==> src/delay_queue_pkg.sv <==
`default_nettype none

package delay_queue_pkg;

    // ~~~~~~~~~~~~~~~~~~~~~~~~~~~~~~
    // Sizes
    // ~~~~~~~~~~~~~~~~~~~~~~~~~~~~~~
    localparam int TAG_W = 8;
    localparam int CNT_W = 6;
    localparam int ENTRY_W = TAG_W + CNT_W;
    localparam int DEPTH = 8;
    localparam int IDX_W = 3;

    // Idle cycles between two releases
    localparam int REL_GAP_LEN = 2;
    localparam int GAP_W = 2;
    localparam logic [GAP_W-1:0] GAP_LAST = GAP_W'(REL_GAP_LEN - 1);

    // ~~~~~~~~~~~~~~~~~~~~~~~~~~~~~~
    // Types
    // ~~~~~~~~~~~~~~~~~~~~~~~~~~~~~~
    typedef struct packed {
        logic [TAG_W-1:0] tag;
        logic [CNT_W-1:0] cnt; // Count sits in the low bits of each slot
    } entry_t;

    typedef struct packed {
        logic             valid;
        logic [TAG_W-1:0] tag;
    } release_t;

    typedef enum logic [1:0] {
        AGE_RUN      = 2'd0,
        AGE_HOLD     = 2'd1,
        AGE_EXPEDITE = 2'd2
    } age_cmd_e;

    typedef enum logic [1:0] {
        REL_SCAN = 2'd0,
        REL_GAP  = 2'd1
    } rel_state_e;

endpackage

`default_nettype wire

==> src/onehot_mux.sv <==
`timescale 1ns/1ps
`default_nettype none

module onehot_mux (
    input  wire logic [delay_queue_pkg::DEPTH*delay_queue_pkg::ENTRY_W-1:0] data_in,
    input  wire logic [delay_queue_pkg::DEPTH-1:0]                          sel,
    output delay_queue_pkg::entry_t                                         data_out
);

    // Zero when no select bit is set
    always_comb begin
        data_out = '0;
        for (int i = 0; i < delay_queue_pkg::DEPTH; i++) begin
            if (sel[i]) begin
                data_out = data_in[i*delay_queue_pkg::ENTRY_W +: delay_queue_pkg::ENTRY_W];
            end
        end
    end

endmodule

`default_nettype wire

==> src/tag_queue.sv <==
`timescale 1ns/1ps
`default_nettype none

module tag_queue (
    input  wire logic                                                     clk,
    input  wire logic                                                     rst,
    input  wire logic                                                     wr,
    input  delay_queue_pkg::entry_t                                       wr_entry,
    input  wire logic                                                     rd,
    input  wire logic [delay_queue_pkg::DEPTH*delay_queue_pkg::CNT_W-1:0] new_cnt_vector,
    input  wire logic [delay_queue_pkg::DEPTH-1:0]                        modify_mask,
    output logic      [delay_queue_pkg::DEPTH*delay_queue_pkg::CNT_W-1:0] cnt_vector,
    output delay_queue_pkg::entry_t                                       head,
    output logic                                                          full,
    output logic                                                          empty
);

    logic [delay_queue_pkg::DEPTH-1:0] wr_ptr;
    logic [delay_queue_pkg::DEPTH-1:0] rd_ptr;
    logic                              wr_wrap;
    logic                              rd_wrap;
    logic [delay_queue_pkg::IDX_W-1:0] wr_idx;
    logic                              do_wr;
    logic                              do_rd;

    delay_queue_pkg::entry_t mem [delay_queue_pkg::DEPTH];

    logic [delay_queue_pkg::DEPTH*delay_queue_pkg::ENTRY_W-1:0] flat_queue;

    // ~~~~~~~~~~~~~~~~~~~~~~~~~~~~~~
    // Status and pointer control
    // ~~~~~~~~~~~~~~~~~~~~~~~~~~~~~~
    // Same slot on both pointers: empty on equal wrap, full on differing wrap
    assign empty = (wr_ptr == rd_ptr) && (wr_wrap == rd_wrap);
    assign full  = (wr_ptr == rd_ptr) && (wr_wrap != rd_wrap);

    assign do_wr = wr && !full; // Writes into a full queue are dropped
    assign do_rd = rd && !empty;

    always_ff @(posedge clk) begin
        if (rst) begin
            wr_ptr  <= delay_queue_pkg::DEPTH'(1);
            rd_ptr  <= delay_queue_pkg::DEPTH'(1);
            wr_wrap <= 1'b0;
            rd_wrap <= 1'b0;
        end else begin
            if (do_wr) begin
                wr_ptr <= {wr_ptr[delay_queue_pkg::DEPTH-2:0], wr_ptr[delay_queue_pkg::DEPTH-1]};
                if (wr_ptr[delay_queue_pkg::DEPTH-1]) begin
                    wr_wrap <= ~wr_wrap;
                end
            end
            if (do_rd) begin
                rd_ptr <= {rd_ptr[delay_queue_pkg::DEPTH-2:0], rd_ptr[delay_queue_pkg::DEPTH-1]};
                if (rd_ptr[delay_queue_pkg::DEPTH-1]) begin
                    rd_wrap <= ~rd_wrap;
                end
            end
        end
    end

    // One-hot write pointer to slot index
    always_comb begin
        wr_idx = '0;
        for (int i = 0; i < delay_queue_pkg::DEPTH; i++) begin
            if (wr_ptr[i]) begin
                wr_idx = wr_idx | i[delay_queue_pkg::IDX_W-1:0];
            end
        end
    end

    // ~~~~~~~~~~~~~~~~~~~~~~~~~~~~~~
    // Storage
    // ~~~~~~~~~~~~~~~~~~~~~~~~~~~~~~
    always_ff @(posedge clk) begin
        for (int i = 0; i < delay_queue_pkg::DEPTH; i++) begin
            if (modify_mask[i]) begin
                mem[i].cnt <= new_cnt_vector[i*delay_queue_pkg::CNT_W +: delay_queue_pkg::CNT_W];
            end
        end
        if (do_wr) begin
            mem[wr_idx] <= wr_entry; // Comes last so it overrides a count update
        end
    end

    // Flattened views of the whole array
    always_comb begin
        for (int i = 0; i < delay_queue_pkg::DEPTH; i++) begin
            flat_queue[i*delay_queue_pkg::ENTRY_W +: delay_queue_pkg::ENTRY_W] = mem[i];
            cnt_vector[i*delay_queue_pkg::CNT_W +: delay_queue_pkg::CNT_W]     = mem[i].cnt;
        end
    end

    onehot_mux head_mux_i (
        .data_in  (flat_queue),
        .sel      (rd_ptr),
        .data_out (head)
    );

endmodule

`default_nettype wire

==> src/count_ager.sv <==
`timescale 1ns/1ps
`default_nettype none

module count_ager (
    input  delay_queue_pkg::age_cmd_e                                     age_cmd,
    input  wire logic [delay_queue_pkg::DEPTH*delay_queue_pkg::CNT_W-1:0] cnt_vector,
    output logic      [delay_queue_pkg::DEPTH*delay_queue_pkg::CNT_W-1:0] new_cnt_vector,
    output logic      [delay_queue_pkg::DEPTH-1:0]                        modify_mask
);

    logic [delay_queue_pkg::CNT_W-1:0] cur_cnt;
    logic [delay_queue_pkg::CNT_W-1:0] nxt_cnt;

    // ~~~~~~~~~~~~~~~~~~~~~~~~~~~~~~
    // Per-slot aging
    // ~~~~~~~~~~~~~~~~~~~~~~~~~~~~~~
    always_comb begin
        new_cnt_vector = '0;
        modify_mask    = '0;
        cur_cnt        = '0;
        nxt_cnt        = '0;
        for (int i = 0; i < delay_queue_pkg::DEPTH; i++) begin
            cur_cnt = cnt_vector[i*delay_queue_pkg::CNT_W +: delay_queue_pkg::CNT_W];
            unique case (age_cmd)
                delay_queue_pkg::AGE_RUN: begin
                    // Counts stop at zero
                    if (cur_cnt != '0) begin
                        nxt_cnt = cur_cnt - 1'b1;
                    end else begin
                        nxt_cnt = cur_cnt;
                    end
                end
                delay_queue_pkg::AGE_EXPEDITE: begin
                    nxt_cnt = '0;
                end
                default: begin
                    nxt_cnt = cur_cnt; // Hold, and the unused encoding
                end
            endcase

            new_cnt_vector[i*delay_queue_pkg::CNT_W +: delay_queue_pkg::CNT_W] = nxt_cnt;

            // Only flag slots whose count really moves
            modify_mask[i] = (nxt_cnt != cur_cnt);
        end
    end

endmodule

`default_nettype wire

==> src/release_ctrl.sv <==
`timescale 1ns/1ps
`default_nettype none

module release_ctrl (
    input  wire logic                 clk,
    input  wire logic                 rst,
    input  delay_queue_pkg::entry_t   head,
    input  wire logic                 empty,
    output logic                      rd,
    output delay_queue_pkg::release_t rel
);

    delay_queue_pkg::rel_state_e state;

    logic [delay_queue_pkg::GAP_W-1:0] gap_cnt;
    logic                              expired;

    // ~~~~~~~~~~~~~~~~~~~~~~~~~~~~~~
    // Release decision
    // ~~~~~~~~~~~~~~~~~~~~~~~~~~~~~~
    assign expired = !empty && (head.cnt == '0);

    // The pop happens in the decision cycle itself
    assign rd = (state == delay_queue_pkg::REL_SCAN) && expired;

    // ~~~~~~~~~~~~~~~~~~~~~~~~~~~~~~
    // State, gap counter and output
    // ~~~~~~~~~~~~~~~~~~~~~~~~~~~~~~
    always_ff @(posedge clk) begin
        if (rst) begin
            state   <= delay_queue_pkg::REL_SCAN;
            gap_cnt <= '0;
            rel     <= '0;
        end else begin
            rel.valid <= rd; // One-cycle pulse after the decision
            rel.tag   <= head.tag;

            case (state)
                delay_queue_pkg::REL_SCAN: begin
                    if (rd) begin
                        state   <= delay_queue_pkg::REL_GAP;
                        gap_cnt <= delay_queue_pkg::GAP_LAST;
                    end
                end
                delay_queue_pkg::REL_GAP: begin
                    // Sits here for the full gap, the output pulse included
                    if (gap_cnt == '0) begin
                        state <= delay_queue_pkg::REL_SCAN;
                    end else begin
                        gap_cnt <= gap_cnt - 1'b1;
                    end
                end
                default: begin
                    state <= delay_queue_pkg::REL_SCAN;
                end
            endcase
        end
    end

endmodule

`default_nettype wire

==> src/delay_queue_top.sv <==
`timescale 1ns/1ps
`default_nettype none

module delay_queue_top (
    input  wire logic                 clk,
    input  wire logic                 rst,
    input  wire logic                 wr,
    input  delay_queue_pkg::entry_t   wr_entry,
    input  delay_queue_pkg::age_cmd_e age_cmd,
    output delay_queue_pkg::release_t rel,
    output logic                      full,
    output logic                      empty
);

    logic [delay_queue_pkg::DEPTH*delay_queue_pkg::CNT_W-1:0] cnt_vector;
    logic [delay_queue_pkg::DEPTH*delay_queue_pkg::CNT_W-1:0] new_cnt_vector;
    logic [delay_queue_pkg::DEPTH-1:0]                        modify_mask;
    logic                                                     rd;

    delay_queue_pkg::entry_t head;

    // ~~~~~~~~~~~~~~~~~~~~~~~~~~~~~~
    // Queue with count update path
    // ~~~~~~~~~~~~~~~~~~~~~~~~~~~~~~
    tag_queue tag_queue_i (
        .clk            (clk),
        .rst            (rst),
        .wr             (wr),
        .wr_entry       (wr_entry),
        .rd             (rd),
        .new_cnt_vector (new_cnt_vector),
        .modify_mask    (modify_mask),
        .cnt_vector     (cnt_vector),
        .head           (head),
        .full           (full),
        .empty          (empty)
    );

    count_ager count_ager_i (
        .age_cmd        (age_cmd),
        .cnt_vector     (cnt_vector),
        .new_cnt_vector (new_cnt_vector),
        .modify_mask    (modify_mask)
    );

    // ~~~~~~~~~~~~~~~~~~~~~~~~~~~~~~
    // Head release
    // ~~~~~~~~~~~~~~~~~~~~~~~~~~~~~~
    release_ctrl release_ctrl_i (
        .clk   (clk),
        .rst   (rst),
        .head  (head),
        .empty (empty),
        .rd    (rd),
        .rel   (rel)
    );

endmodule

`default_nettype wire

==> config.mk <==
export PLATFORM = sky130hd
export DESIGN_NAME = delay_queue_top
export DESIGN_NICKNAME = d
export VERILOG_FILES = /design/src/delay_queue_pkg.sv /design/src/onehot_mux.sv /design/src/tag_queue.sv /design/src/count_ager.sv /design/src/release_ctrl.sv /design/src/delay_queue_top.sv
export SDC_FILE = /design/constraint.sdc
export NUM_CORES = 1
export LEC_CHECK = 0
export BUFFER_PORTS_ARGS = -buffer_cell sky130_fd_sc_hd__buf_2
export CORE_UTILIZATION = 62
export CTS_BUF_LIST = sky130_fd_sc_hd__clkbuf_8 sky130_fd_sc_hd__clkbuf_16
export DETAILED_ROUTE_END_ITERATION = 7
export HOLD_SLACK_MARGIN = 0.12
export PLACE_DENSITY = 0.88
export SYNTH_ARGS = -nofsm -noshare
export SYNTH_HDL_FRONTEND = slang
export SYNTH_SLANG_ARGS = --single-unit
==> constraint.sdc <==
create_clock -name clk -period 3.15 [get_ports clk]
set_input_delay 0.315 -clock clk [delete_from_list [all_inputs] [get_ports clk]]
set_output_delay 0.315 -clock clk [all_outputs]
set_load 0.05 [all_outputs]
# Word level (Yosys, flattened, before mapping)
# Memory sizes are Yosys's and may differ from the RTL's.
# Cells that the tools add are included.
# totals
word_cells	115
register_bits	31
memories	1
ramBits	112
# classes
bitwise	2
eq_ne	16
n_addsub	9
reduce_logical	25
muxes	54
# memory_table
name	words	word_bits	rd	rd_clocked_by_memory_dff	write_ports	line_no	source
tag_queue_i.mem	8	14	8	0	9	tag_queue.sv:26	delay_queue_pkg::entry_t mem [delay_queue_pkg::DEPTH];
# op_table
operator	count
2-to-1 mux 14 bit	8
one-hot mux 6 bit (2 select lines)	8
2-to-1 mux 6 bit	8
!= test 6 bit	8
nonzero test 6 bit	8
subtractor 6 x 1 -> 6 bit (second input constant)	8
2-to-1 mux 1 bit	19
2-to-1 mux 3 bit	4
2-to-1 mux 2 bit	5
equality test 8 bit	1
one-hot mux 2 bit (2 select lines)	2
logical AND 1 bit	6
zero test 2 bit	3
zero test 6 bit	1
AND reduction 2 bit	3
!= test 2 bit (second input constant)	2
AND reduction 3 bit	1
equality test 2 x 1 -> 1 bit (second input constant)	1
equality test 2 bit (second input constant)	1
zero test 1 bit	2
!= test 2 x 1 -> 1 bit (second input constant)	1
NOT 1 bit	2
nonzero test 2 bit	1
subtractor 2 x 1 -> 2 bit (second input constant)	1
other kinds (2)	2

# Depth between registers and ports, before layout
# An unclocked memory read counts as a cell.
# logic_depth
word_depth	14
mapped_depth	9

# Modules after synthesis
# From an unflattened synthesis, not the netlist that was laid out.
# unflattened
hier_cells	819
hier_area_um2	8509.4
# modules_own_cells
mod	instances	seq_area_each_um2	area_each_um2	cells_each
tag_queue	1	3723.6	5392.7	365
count_ager	1	0.0	1793.0	289
onehot_mux	1	0.0	932.1	129
release_ctrl	1	240.2	391.6	36

# Least setup slack after synthesis
# OpenSTA, ideal clock, no wires.
# synth_timing
kind	register to register
start	register tag_queue_i.rd_ptr[2] (netlist bit)
end	register release_ctrl_i.gap_cnt[0] (netlist bit)
setup_ns	0.120
path_stages_with_launch	9
t_arrival_ns	2.779
slack_ns	0.251
period_less_slack_ns	2.899
cell_sequence	dfxtp_1 -> buf_2 -> xnor2_1 -> nand4_1 -> nor3_1 -> a211oi_2 -> o221a_2 -> buf_4 -> o31a_1
# synth_lines
item	line_no	source
start: declaration	tag_queue.sv:19	logic [delay_queue_pkg::DEPTH-1:0] rd_ptr;
start signal: assignment	tag_queue.sv:43	rd_ptr <= delay_queue_pkg::DEPTH'(1);
start signal: assignment	tag_queue.sv:54	rd_ptr <= {rd_ptr[delay_queue_pkg::DEPTH-2:0], rd_ptr[delay_queue_pkg::DEPTH-1]};
equality test 8 bit	tag_queue.sv:34	assign empty = (wr_ptr == rd_ptr) && (wr_wrap == rd_wrap);
logical AND 1 bit	tag_queue.sv:34	
net empty	delay_queue_top.sv:12	output logic empty
zero test 1 bit	release_ctrl.sv:21	assign expired = !empty && (head.cnt == '0);
logical AND 1 bit	release_ctrl.sv:21	
logical AND 1 bit	release_ctrl.sv:24	assign rd = (state == delay_queue_pkg::REL_SCAN) && expired;
!= test 2 bit (no line)	--	
AND reduction 3 bit (no line)	--	
end signal: assignment	release_ctrl.sv:42	gap_cnt <= delay_queue_pkg::GAP_LAST;
end signal: assignment	release_ctrl.sv:50	gap_cnt <= gap_cnt - 1'b1;
end: declaration	release_ctrl.sv:15	logic [delay_queue_pkg::GAP_W-1:0] gap_cnt;
# The timed path passes the listed nets, and every way through them passes these cells.
# A chain may end at the register's enable or synchronous reset.

==> reports/metrics.cfg <==
[floorplanning]
die_w_um = 113
rows = 40
initial_core_util = 0.638
die_h_um = 113
fp.coreArea_sq_um = 12100
die_area_sq_um = 12900
num_io_pins = 30

[critical_path]
critical_path_buf_inv_count = 0
reg2reg_from = tag_queue_i.mem[4][2]
cp.required_ns = 3.21
critPathTopFamily = compound AO/OA/AOI/OAI gates
worstSetupEndpointType = register
r2r-end = tag_queue_i.mem[4][3]
crit_fanout = 8
r2r_slack_ns = 0.50
cp_slowest_cell = or4_1
rr_worst_depth = 6
cp.arrival_ns = 2.70
cpPeakStageDelay_ns = 0.61
crit_type = reg -> reg
worstSetupStartpointType = register
cp_cell_sequence = or4_1 > o21ai_1 > nor2_1 > a21oi_1 > a2111oi_0 > o22ai_1

[clocking]
cts_tree = built
clockBufferDepth = 2
numCtsBuffers = 17
post_cts_resized = 0
post-cts-setup-buffers = 0
htree_levels = 4
clock_latency_ns = 0.43
cts_hold_buf = 0
path_clk_slew_ns = 0.06
cts.sinks = 142
cts_root_buf = clkbuf_16

[timing]
rsz0062_at_grt = no
worstMarginPinSlew_ns = 0.950
fin_crit_sh = 0.840
fin_tns_setup_ns = 0
period_needed_ns = 2.65
maxSlewViolCount = 0
fmax_mhz = 378
hold_violations = 0
setup_violations = 0
finClkSkew_ns = 0.00803
slew_headroom = 0.360

[cells_and_area]
area_growth_pct = 12.5
antenna_cells = 0
final_common_cell = edfxtp_1
drive_gt1_frac = 0.162
fillCellCount = 816
layout.cells.non_filler = 964
mostFrequentLayoutCells = 112 x edfxtp_1, 70 x a21oi_1, 65 x nor2_1, 60 x nand2_1, 54 x o21ai_0
nets = 819

[yosys]
synth_edf_count = 112
synth-seq-cells = 142
ys_types = 63
seq_area_frac_synth = 0.515
avgSynthCellArea_sq_um = 10.2
synthArstFlopShare = 0
post_synth_inst_count = 753
yosys_warnings = 0
synth_fp_nets = 789
syn_area_sq_um = 7700
synth_top_flop_cell = edfxtp_1

[drt]
vias_per_cell = 6.30
drtPass1Iterations = 5
wl_met2_mm = 8.91
antenna_left = 0
num_vias = 6069
drt_iter0_markers = 681
highest_layer = met4
wl_met3_mm = 1.69
postRouteWirelength_mm = 18.7
drc = 0
wl_per_cell_um = 19.4
drt-met1-wl_mm = 7.60

[job]
max_cap_viol_count = 0

[global_route]
gr-total-overflow = 0
antenna_found_initial = 0
grt_pass1_wl_mm = 29.5
grt_max_degree = 38
grt_pass1_vias = 5839
gr-usage-all-layers = 0.306

[hold_path]
min_path_type = in -> reg
hp-start = wr_entry[12]
worstHoldEndpoint = tag_queue_i.mem[4][12]
hold_path_depth = 1

[pwr]
switching_share = 0.318
comb_power_share = 0.238
ir_drop_uv = 477
p_switching_mw = 1.88
p_int_mw = 4.03
p_per_area_nw_per_um2 = 683
clkPwrFrac = 0.332
leakage_nw = 3.20
power.share.sequential = 0.430

[placed_design]
gp_congestion = 0.909
port_buffers = 29
dp_hpwl_mm = 12.6
place_inst = 932

[run_status]
status = complete, no violations

Yosys cell counts (13+ instances only):
library cell	n	area [sq um]
nand2_1	60	225
ha_1	17	213
edfxtp_1	112	3360
a21oi_1	70	350
o21ai_0	54	270
mux2i_1	18	180
clkbuf_1	33	124
nand2b_1	13	81.3
mux2_2	26	293
nor3_1	25	125
inv_1	40	150
dfxtp_1	30	601
xnor2_1	22	193
nor2_1	65	244
sequential cells by signal, indices dropped and copies added (netlist names):
name,flops
tag_queue_i.mem,112
release_ctrl_i.rel,9
tag_queue_i.rd_ptr,8
tag_queue_i.wr_ptr,8
release_ctrl_i.gap_cnt,2
release_ctrl_i.state,1
tag_queue_i.rd_wrap,1
tag_queue_i.wr_wrap,1
worst max-delay path by stage:
stage,to,cells past startpoint,start
3_5_place_dp,tag_queue_i.mem[4][3],6,tag_queue_i.mem[4][2]
4_1_cts,tag_queue_i.mem[4][3],6,tag_queue_i.mem[4][2]
6_report,tag_queue_i.mem[4][3],6,tag_queue_i.mem[4][2]
2_1_floorplan,release_ctrl_i.gap_cnt[0],8,tag_queue_i.rd_ptr[2]
5_1_grt,tag_queue_i.mem[4][0],6,tag_queue_i.mem[4][2]
3_3_place_gp,tag_queue_i.mem[4][4],6,tag_queue_i.mem[4][2]
worst register-to-register path: cells and delay by family (launching register included):
family | cells | cell delay [ns]
DFF | 1 | 0.49
and+or+nand+nor | 2 | 0.71
AOI/OAI and AO/OA | 4 | 1.08
final cells by class:
type / instances / area, sq um / area share
multi-input cells: 529 / 3420 / 0.395
repair buffers: 53 / 325 / 0.0375
inverters: 40 / 150 / 0.0173
clock buffers: 20 / 500 / 0.0578
well taps: 168 / 210 / 0.0243
flip-flops and latches: 142 / 3960 / 0.457
clock inverters: 12 / 91.3 / 0.0105
power by group through the flow:
stage / combinational (mW) / sequential [mW] / clock, mW
finish: 1.41 / 2.54 / 1.97
global placement: 1.31 / 2.55 / 0
CTS: 1.39 / 2.53 / 1.99
floorplan: 1.00 / 2.56 / 0
detailed placement: 1.37 / 2.57 / 0
global route: 1.54 / 2.57 / 2.08
through the flow:
step / power [mW] / util / hold slack, ns / setup slack, ns / instance area, sq um
detailed placement: 3.95 / 0.669 / 0.501 / 0.497 / 8070
finish: 5.92 / 0.718 / 0.193 / 0.503 / 8670
CTS: 5.92 / 0.718 / 0.176 / 0.483 / 8670
global route: 6.18 / 0.718 / 0.182 / 0.321 / 8670
global placement: 3.86 / 0.669 / 0.483 / 0.619 / 8070
floorplan: 3.57 / - / 0.414 / 0.251 / 7700
layer usage:
metal  up-vias  track usage
met1      2898        0.392
met5         -            0
met2       286        0.491
met3        40       0.0792
li1       2845            -
met4         0        0.138
kinds of logic after synthesis:
kind of cell             synth area share
buffers and inverters              0.0424
AO/OA/AOI/OAI                       0.178
multiplexers                       0.0614
flip-flops                          0.515
XOR/XNOR                           0.0341
adder cells (fa/ha/maj)            0.0276
AND/OR/NAND/NOR                     0.142
No activity file was read; power rests on OpenSTA's default activity.
